--- src/pio_pkg.sv ---
`default_nettype none

package pio_pkg;

  // Host command codes
  typedef enum logic [3:0] {
    ACT_NONE    = 4'd0,
    ACT_INSTR   = 4'd1,
    ACT_PINCTRL = 4'd2,
    ACT_ENABLE  = 4'd3,
    ACT_PUSH    = 4'd4
  } pio_action_e;

  typedef struct packed {
    pio_action_e action;
    logic [4:0]  index;   // Instruction slot
    logic [31:0] din;
  } pio_cmd_t;

  // Values follow the instruction opcode field where one exists
  typedef enum logic [2:0] {
    OP_JMP  = 3'b000,
    OP_NOP  = 3'b010,
    OP_PULL = 3'b100,
    OP_MOV  = 3'b101,
    OP_SET  = 3'b111
  } pio_opcode_e;

  typedef enum logic [2:0] {
    COND_ALWAYS = 3'b000,
    COND_Y_DEC  = 3'b100,
    COND_X_NE_Y = 3'b101
  } pio_jmp_cond_e;

  typedef enum logic [2:0] {
    DEST_PINS = 3'b000,
    DEST_X    = 3'b001,
    DEST_Y    = 3'b010
  } pio_dest_e;

  typedef struct packed {
    pio_opcode_e   opcode;
    pio_jmp_cond_e cond;
    pio_dest_e     dest;
    logic [4:0]    imm;   // Immediate or jump target
  } pio_op_t;

  typedef struct packed {
    logic valid;
    logic value;
  } pio_pin_cmd_t;

  localparam logic [2:0] pwm_pin_base = 3'd0;

  // Fields are opcode [15:13], delay [12:8], middle [7:5] and imm [4:0]
  localparam logic [0:7][15:0] pwm_program = '{
    16'h8080,  // PULL noblock
    16'hA027,  // MOV X, OSR
    16'hE04F,  // SET Y, 15
    16'h00A5,  // JMP X!=Y, 5
    16'hE001,  // SET PINS, 1
    16'h0083,  // JMP Y--, 3
    16'hE000,  // SET PINS, 0
    16'h0000   // JMP 0
  };

  // Pin base, then enable
  localparam logic [0:1][31:0] pio_config = '{{29'd0, pwm_pin_base}, 32'd1};

endpackage

`default_nettype wire

--- src/pio_decode.sv ---
`timescale 1ns/100ps
`default_nettype none

module pio_decode (
  input  wire  [15:0]      instr,
  output pio_pkg::pio_op_t op
);

  pio_pkg::pio_jmp_cond_e mid_cond;
  pio_pkg::pio_dest_e     mid_dest;
  logic                   cond_ok;
  logic                   dest_ok;

  // Middle field read both ways, opcode picks which one counts
  always_comb begin
    cond_ok  = 1'b1;
    mid_cond = pio_pkg::COND_ALWAYS;
    case (instr[7:5])
      3'b000:  mid_cond = pio_pkg::COND_ALWAYS;
      3'b100:  mid_cond = pio_pkg::COND_Y_DEC;
      3'b101:  mid_cond = pio_pkg::COND_X_NE_Y;
      default: cond_ok = 1'b0;
    endcase
  end

  always_comb begin
    dest_ok  = 1'b1;
    mid_dest = pio_pkg::DEST_X;
    case (instr[7:5])
      3'b000:  mid_dest = pio_pkg::DEST_PINS;
      3'b001:  mid_dest = pio_pkg::DEST_X;
      3'b010:  mid_dest = pio_pkg::DEST_Y;
      default: dest_ok = 1'b0;
    endcase
  end

  always_comb begin
    op.opcode = pio_pkg::OP_NOP;
    op.cond   = mid_cond;
    op.dest   = mid_dest;
    op.imm    = instr[4:0];
    case (instr[15:13])
      3'b000: if (cond_ok) op.opcode = pio_pkg::OP_JMP;
      3'b100: if (instr[7]) op.opcode = pio_pkg::OP_PULL;  // PUSH not supported
      // MOV to pins is not supported
      3'b101: if (dest_ok && mid_dest != pio_pkg::DEST_PINS) op.opcode = pio_pkg::OP_MOV;
      3'b111: if (dest_ok) op.opcode = pio_pkg::OP_SET;
      default: op.opcode = pio_pkg::OP_NOP;
    endcase
  end

endmodule

`default_nettype wire

--- src/pio_execute.sv ---
`timescale 1ns/100ps
`default_nettype none

module pio_execute (
  input  wire                   clk_25mhz,
  input  wire                   pwr_up_reset_n,
  input  wire                   enable,
  input  pio_pkg::pio_op_t      op,
  input  wire                   fifo_empty,
  input  wire  [31:0]           fifo_data,
  output logic                  fifo_pop,
  output logic [4:0]            pc,
  output pio_pkg::pio_pin_cmd_t pin_cmd
);

  logic [31:0] x;
  logic [31:0] y;
  logic [31:0] osr;
  logic [31:0] mov_src;
  logic [4:0]  pc_next;

  assign pc_next = pc + 5'd1;

  // Noblock pull, nothing happens on an empty FIFO
  assign fifo_pop = enable && (op.opcode == pio_pkg::OP_PULL) && !fifo_empty;

  assign pin_cmd.valid = enable && (op.opcode == pio_pkg::OP_SET) &&
                         (op.dest == pio_pkg::DEST_PINS);
  assign pin_cmd.value = op.imm[0];

  // MOV source select in imm[2:0]
  always_comb begin
    case (op.imm[2:0])
      3'b001:  mov_src = x;
      3'b010:  mov_src = y;
      3'b111:  mov_src = osr;
      default: mov_src = 32'd0;
    endcase
  end

  always_ff @(posedge clk_25mhz) begin
    if (!pwr_up_reset_n) begin
      pc  <= 5'd0;
      x   <= 32'd0;
      y   <= 32'd0;
      osr <= 32'd0;
    end else if (enable) begin
      pc <= pc_next;
      case (op.opcode)
        pio_pkg::OP_JMP: begin
          case (op.cond)
            pio_pkg::COND_ALWAYS: pc <= op.imm;
            pio_pkg::COND_X_NE_Y: if (x != y) pc <= op.imm;
            pio_pkg::COND_Y_DEC: begin
              if (y != 32'd0)  // Test before decrement
                pc <= op.imm;
              y <= y - 32'd1;
            end
            default: pc <= pc_next;
          endcase
        end
        pio_pkg::OP_PULL: if (!fifo_empty) osr <= fifo_data;
        pio_pkg::OP_MOV: begin
          if (op.dest == pio_pkg::DEST_X)
            x <= mov_src;
          else if (op.dest == pio_pkg::DEST_Y)
            y <= mov_src;
        end
        pio_pkg::OP_SET: begin
          if (op.dest == pio_pkg::DEST_X)
            x <= 32'(op.imm);
          else if (op.dest == pio_pkg::DEST_Y)
            y <= 32'(op.imm);
        end
        default: pc <= pc_next;
      endcase
    end
  end

endmodule

`default_nettype wire

--- src/pio_pins.sv ---
`timescale 1ns/100ps
`default_nettype none

module pio_pins #(
  parameter int NUM_PINS = 8
) (
  input  wire                   clk_25mhz,
  input  wire                   pwr_up_reset_n,
  input  wire  [2:0]            pin_base,
  input  pio_pkg::pio_pin_cmd_t pin_cmd,
  output logic [NUM_PINS-1:0]   gpio_out,
  output logic [NUM_PINS-1:0]   gpio_dir
);

  // Only the pin at the configured base is touched
  always_ff @(posedge clk_25mhz) begin
    if (!pwr_up_reset_n) begin
      gpio_out <= '0;
      gpio_dir <= '0;
    end else if (pin_cmd.valid) begin
      gpio_out[pin_base] <= pin_cmd.value;
      gpio_dir[pin_base] <= 1'b1;  // Becomes an output on first write
    end
  end

endmodule

`default_nettype wire

--- src/pio_core.sv ---
`timescale 1ns/100ps
`default_nettype none

module pio_core #(
  parameter int NUM_PINS   = 8,
  parameter int FIFO_DEPTH = 4,
  parameter int PROG_LEN   = 8
) (
  input  wire                 clk_25mhz,
  input  wire                 pwr_up_reset_n,
  input  pio_pkg::pio_cmd_t   cmd,
  output logic                fifo_full,
  output logic [NUM_PINS-1:0] gpio_out,
  output logic [NUM_PINS-1:0] gpio_dir
);

  localparam int PTR_W = $clog2(FIFO_DEPTH);
  localparam int CNT_W = $clog2(FIFO_DEPTH + 1);
  localparam logic [PTR_W-1:0] LAST_PTR = PTR_W'(FIFO_DEPTH - 1);

  logic [15:0]           instr_mem [32];
  logic [31:0]           fifo_mem  [FIFO_DEPTH];
  logic [PTR_W-1:0]      wr_ptr;
  logic [PTR_W-1:0]      rd_ptr;
  logic [CNT_W-1:0]      count;
  logic                  fifo_empty;
  logic                  fifo_pop;
  logic                  push_en;
  logic                  enable;
  logic [2:0]            pin_base;
  logic [4:0]            pc;
  pio_pkg::pio_op_t      op;
  pio_pkg::pio_pin_cmd_t pin_cmd;

  assign fifo_full  = (count == CNT_W'(FIFO_DEPTH));
  assign fifo_empty = (count == '0);
  assign push_en    = (cmd.action == pio_pkg::ACT_PUSH) && !fifo_full;

  // Program slots past PROG_LEN are never written
  always_ff @(posedge clk_25mhz) begin
    if (cmd.action == pio_pkg::ACT_INSTR && 32'(cmd.index) < PROG_LEN)
      instr_mem[cmd.index] <= cmd.din[15:0];
    if (push_en)
      fifo_mem[wr_ptr] <= cmd.din;
  end

  always_ff @(posedge clk_25mhz) begin
    if (!pwr_up_reset_n) begin
      enable   <= 1'b0;
      pin_base <= 3'd0;
      wr_ptr   <= '0;
      rd_ptr   <= '0;
      count    <= '0;
    end else begin
      if (cmd.action == pio_pkg::ACT_PINCTRL)
        pin_base <= cmd.din[2:0];
      if (cmd.action == pio_pkg::ACT_ENABLE)
        enable <= cmd.din[0];
      if (push_en)
        wr_ptr <= (wr_ptr == LAST_PTR) ? '0 : wr_ptr + 1'b1;
      if (fifo_pop)
        rd_ptr <= (rd_ptr == LAST_PTR) ? '0 : rd_ptr + 1'b1;
      if (push_en && !fifo_pop)
        count <= count + 1'b1;
      else if (fifo_pop && !push_en)
        count <= count - 1'b1;
    end
  end

  pio_decode u_decode (
    .instr (instr_mem[pc]),
    .op    (op)
  );

  pio_execute u_execute (
    .clk_25mhz      (clk_25mhz),
    .pwr_up_reset_n (pwr_up_reset_n),
    .enable         (enable),
    .op             (op),
    .fifo_empty     (fifo_empty),
    .fifo_data      (fifo_mem[rd_ptr]),  // FIFO head
    .fifo_pop       (fifo_pop),
    .pc             (pc),
    .pin_cmd        (pin_cmd)
  );

  pio_pins #(
    .NUM_PINS (NUM_PINS)
  ) u_pins (
    .clk_25mhz      (clk_25mhz),
    .pwr_up_reset_n (pwr_up_reset_n),
    .pin_base       (pin_base),
    .pin_cmd        (pin_cmd),
    .gpio_out       (gpio_out),
    .gpio_dir       (gpio_dir)
  );

endmodule

`default_nettype wire

--- src/pio_loader.sv ---
`timescale 1ns/100ps
`default_nettype none

module pio_loader #(
  parameter int PROG_LEN = 8
) (
  input  wire                    clk_25mhz,
  input  wire                    pwr_up_reset_n,
  input  wire  [3:0]             level,
  input  wire                    fifo_full,
  output pio_pkg::pio_cmd_t      cmd,
  output logic                   ready
);

  localparam int IDX_W = $clog2(PROG_LEN);
  localparam logic [IDX_W-1:0] LAST_IDX = IDX_W'(PROG_LEN - 1);

  typedef enum logic [1:0] {
    LOAD_PROG,
    LOAD_CONF,
    RUN
  } load_state_e;

  load_state_e      state;
  logic [IDX_W-1:0] prog_idx;
  logic             conf_idx;
  logic [3:0]       level_q;
  logic             primed;      // First duty value sent
  logic             pend_valid;
  logic [31:0]      pend_data;
  logic [31:0]      duty;
  logic             push_ok;

  // Level 0 gives a count that Y never matches, so the pin stays low
  assign duty = (level == 4'd0) ? 32'h0000_FFFF : 32'(level) - 32'd1;

  // FIFO full flag lags a push by one cycle
  assign push_ok = !fifo_full && (cmd.action != pio_pkg::ACT_PUSH);

  always_ff @(posedge clk_25mhz) begin
    if (!pwr_up_reset_n) begin
      state      <= LOAD_PROG;
      prog_idx   <= '0;
      conf_idx   <= 1'b0;
      level_q    <= 4'd0;
      primed     <= 1'b0;
      pend_valid <= 1'b0;
      ready      <= 1'b0;
      cmd.action <= pio_pkg::ACT_NONE;
    end else begin
      cmd.action <= pio_pkg::ACT_NONE;
      case (state)
        LOAD_PROG: begin
          cmd.action <= pio_pkg::ACT_INSTR;
          cmd.index  <= 5'(prog_idx);
          cmd.din    <= 32'(pio_pkg::pwm_program[prog_idx]);
          prog_idx   <= prog_idx + 1'b1;
          if (prog_idx == LAST_IDX)
            state <= LOAD_CONF;
        end
        LOAD_CONF: begin
          cmd.din  <= pio_pkg::pio_config[conf_idx];
          conf_idx <= 1'b1;
          if (!conf_idx) begin
            cmd.action <= pio_pkg::ACT_PINCTRL;
          end else begin
            cmd.action <= pio_pkg::ACT_ENABLE;
            state      <= RUN;
          end
        end
        RUN: begin
          ready   <= 1'b1;
          level_q <= level;
          if (pend_valid && push_ok) begin
            cmd.action <= pio_pkg::ACT_PUSH;
            cmd.din    <= pend_data;
            pend_valid <= 1'b0;
          end
          // A newer level replaces one still waiting for space
          if (level != level_q || !primed) begin
            pend_data  <= duty;
            pend_valid <= 1'b1;
            primed     <= 1'b1;
          end
        end
        default: state <= LOAD_PROG;
      endcase
    end
  end

endmodule

`default_nettype wire

--- src/pio_top.sv ---
`timescale 1ns/100ps
`default_nettype none

module pio_top #(
  parameter int NUM_PINS   = 8,
  parameter int FIFO_DEPTH = 4,
  parameter int PROG_LEN   = 8
) (
  input  wire                 clk_25mhz,
  input  wire                 pwr_up_reset_n,
  input  wire  [3:0]          level,
  output logic [NUM_PINS-1:0] gpio_out,
  output logic [NUM_PINS-1:0] gpio_dir,
  output logic                ready
);

  pio_pkg::pio_cmd_t cmd;        // One-cycle command strobe
  logic              fifo_full;

  pio_loader #(
    .PROG_LEN (PROG_LEN)
  ) u_loader (
    .clk_25mhz      (clk_25mhz),
    .pwr_up_reset_n (pwr_up_reset_n),
    .level          (level),
    .fifo_full      (fifo_full),
    .cmd            (cmd),
    .ready          (ready)
  );

  pio_core #(
    .NUM_PINS   (NUM_PINS),
    .FIFO_DEPTH (FIFO_DEPTH),
    .PROG_LEN   (PROG_LEN)
  ) u_core (
    .clk_25mhz      (clk_25mhz),
    .pwr_up_reset_n (pwr_up_reset_n),
    .cmd            (cmd),
    .fifo_full      (fifo_full),
    .gpio_out       (gpio_out),
    .gpio_dir       (gpio_dir)
  );

endmodule

`default_nettype wire

--- config.mk ---
export PLATFORM = sky130hd
export DESIGN_NAME = pio_top
export DESIGN_NICKNAME = d
export VERILOG_FILES = /design/src/pio_pkg.sv /design/src/pio_decode.sv /design/src/pio_execute.sv /design/src/pio_pins.sv /design/src/pio_core.sv /design/src/pio_loader.sv /design/src/pio_top.sv
export SDC_FILE = /design/constraint.sdc
export NUM_CORES = 1
export LEC_CHECK = 0
export BUFFER_PORTS_ARGS = -buffer_cell sky130_fd_sc_hd__buf_2
export CELL_PAD_IN_SITES_DETAIL_PLACEMENT = 1
export CELL_PAD_IN_SITES_GLOBAL_PLACEMENT = 1
export CORE_MARGIN = 1
export CORE_UTILIZATION = 55
export CTS_CLUSTER_SIZE = 30
export DETAILED_ROUTE_END_ITERATION = 8
export PLACE_DENSITY_LB_ADDON = 0.2
export SLEW_MARGIN = 20
export SYNTH_ARGS = -nofsm -noshare
export SYNTH_HDL_FRONTEND = slang
export SYNTH_HIERARCHICAL = 1
export SYNTH_SLANG_ARGS = --single-unit
--- constraint.sdc ---
create_clock -name clk_25mhz -period 6 [get_ports clk_25mhz]
set_input_delay 0.3 -clock clk_25mhz [delete_from_list [all_inputs] [get_ports clk_25mhz]]
set_output_delay 0.3 -clock clk_25mhz [all_outputs]
set_load 0.005 [all_outputs]
==> results.json <==
{
  "root_buffer": "clkbuf_16",
  "slew_headroom": 0.143,
  "rrSetupSlack_ns": 0.84,
  "power.internal_mw": 7.59,
  "grt_pass1_vias": 18475,
  "placedCellCount": 2846,
  "die_h_um": 227,
  "ir_drop_mv": 0.278,
  "worst_pin_slew_ns": 1.28,
  "post-route-period-util": 0.860,
  "p_clk_frac": 0.436,
  "nNetsFinal": 2285,
  "p_sw_frac": 0.210,
  "clkSlewWorstSetupHoldPaths_ns": 0.06,
  "drtIter0Drc": 1326,
  "cp_num_buf_inv": 1,
  "clock_skew_ns": 0.0274,
  "clock.fmax_mhz": 194,
  "ctsResizeCount": 0,
  "cp-start-kind": "register",
  "drv_cap": 0,
  "fin_tns_setup_ns": 0,
  "end_kind": "register",
  "die_area_um2": 51300,
  "ff2ff_path_depth": 13,
  "wirelength_um": 69700,
  "wire_per_inst_um": 23.4,
  "grt_pass1_wl_um": 106000,
  "post-route-drc-count": 0,
  "cts_setup_buffers": 0,
  "seqPwrFrac": 0.537,
  "slowest_stage": "nor2b_4",
  "first_pass_iters": 6,
  "leakagePower_nw": 10.7,
  "critPathRequiredTime_ns": 6.51,
  "cts.sinks": 647,
  "clk_latency_ns": 0.61,
  "netlist_area_um2": 27700,
  "routed-via-count": 17372,
  "start_util": 0.562,
  "cp_top_family": "simple AND/OR/NAND/NOR gates",
  "r2r_end": "u_core/u_pins/gpio_out[0]",
  "min_path_type": "input port to register",
  "fp.dieW_um": 227,
  "fin_crit_ns": 5.16,
  "min_path_cells": 2,
  "clock_path_buffers": 3,
  "critPathMaxFanout": 30,
  "p_per_area_nw_per_um2": 307,
  "crit_chain": "nor2b_4, a22o_1, nor3_1, a31oi_1, nand3_1, nand3b_1, a211oi_1, and2_1, nand2_1, nor4_1, buf_4, nor4b_2, mux2i_1",
  "finalSetupViolCount": 0,
  "cts_made_buffers": 68,
  "min-delay-start": "level[0]",
  "rsz0062_at_grt": "false",
  "core_area_um2": 49400,
  "r2r-start": "u_core/u_execute/pc[0]",
  "hold_viol": 0,
  "hpwl_um": 40900,
  "overflow": 0,
  "postCtsHoldBufs": 0,
  "grt_max_degree": 104,
  "worstHoldEndpoint": "u_loader/pend_data[0]",
  "cts_tree": "done",
  "fin_cells": 2976,
  "port-buffer-count": 22,
  "critical_path_arrival_ns": 5.68,
  "drtAntennaViolNets": 0,
  "fin_util": 0.635,
  "ctsHtreeMaxLevel": 3,
  "grt_usage": 0.276,
  "post_route_cells_drive_above_1_share": 0.101,
  "slowest_delay_ns": 0.86,
  "p_switching_mw": 2.02,
  "place_congestion": 0.849,
  "syn_avg_cell_area_um2": 13.7,
  "status": "finished, final reports clean",
  "placementRows": 81,
  "synthToLayoutAreaGrowth_pct": 13.0,
  "path_class": "register to register",
  "synthCells": 2028,
  "ios": 23,
  "drv_slew": 0,
  "yosys_warnings": 6,
  "antenna_found_initial": 0,
  "vias_per_cell": 5.84,
  "n_antenna_cell": 0,
  "pwr-share-comb": 0.027
}
==> worst max-delay path by stage <==
stage / startpoint / end / slack (ns) / cells past startpoint
3_5_place_dp: u_core/u_execute/pc[0] / u_core/u_pins/gpio_out[0] / 0.81 / 13
4_1_cts: u_core/u_execute/pc[0] / u_core/u_pins/gpio_out[0] / 0.80 / 13
5_1_grt: u_core/u_execute/pc[0] / u_core/u_pins/gpio_out[0] / 0.58 / 13
2_1_floorplan: u_core/u_execute/pc[1] / u_core/count[2] / 1.84 / 22
6_report: u_core/u_execute/pc[0] / u_core/u_pins/gpio_out[0] / 0.84 / 13
3_3_place_gp: u_core/u_execute/pc[0] / u_core/u_pins/gpio_out[0] / 1.09 / 13
==> routing by layer <==
metal	up-vias	track usage	routed length, um
met4	0	0.0976	1590
met5	-	0	0
met2	523	0.476	35700
met3	113	0.0424	3720
met1	8912	0.353	28700
li1	7824	-	-
==> through the flow <==
step                worst slack [ns]  power (mW)  cell area (um^2)  hold WS (ns)
finish                         0.838        9.61             31300        0.0295
global route                   0.581        9.85             31300        0.0228
detailed placement             0.808        5.49             29000         0.441
global placement                1.09        5.45             29000         0.434
CTS                            0.796        9.65             31200       0.00457
floorplan                       1.84        5.37             28700         0.437
==> power groups by stage <==
stage,clock [mW],sequential (mW),combinational [mW]
CTS,4.25,5.19,0.209
detailed placement,0,5.28,0.202
finish,4.18,5.16,0.262
global route,4.39,5.17,0.290
floorplan,0,5.23,0.148
global placement,0,5.27,0.180
==> placed cells by master (no fill, tap or decap), drive strengths merged, types with 57 or more instances in the layout <==
master / instances
nor2: 94
conb: 270
nand2: 139
clkbuf: 92
o21ai: 65
a22oi: 96
mux2i: 199
edfxtp: 501
dfxtp: 146
a21boi: 57
a21oi: 65
buf: 73
==> sequential cells by signal, indices dropped and copies added (netlist names), named ones only <==
| name | count |
|---|---|
| u_loader/state | 2 |
| u_loader/cmd | 18 |
| u_core/fifo_mem | 128 |
| u_core/u_execute/y | 32 |
| u_core/u_execute/pc | 5 |
| u_core/rd_ptr | 2 |
| u_loader/ready | 1 |
| u_core/u_execute/osr | 32 |
| u_core/u_execute/x | 32 |
| u_core/count | 3 |
| u_core/u_pins/gpio_out | 8 |
| u_loader/level_q | 4 |
| u_core/wr_ptr | 2 |
| u_loader/pend_data | 6 |
| u_core/u_pins/gpio_dir | 8 |
| u_loader/conf_idx | 1 |
| u_loader/primed | 1 |
| u_core/instr_mem | 352 |
| u_core/enable | 1 |
| u_loader/pend_valid | 1 |
| u_core/pin_base | 3 |
| u_loader/prog_idx | 3 |
==> area by class of cell <==
cell class                      count  area [um^2]
Fill cell                        4708        18000
Tap cell                          664          831
Clock buffer                       92         1870
Clock inverter                     32          330
Timing Repair Buffer               73          569
Multi-Input combinational cell   1434         9630
Inverter                           34          128
Sequential cell                   647        18000
No activity file was read; power rests on OpenSTA's default activity.
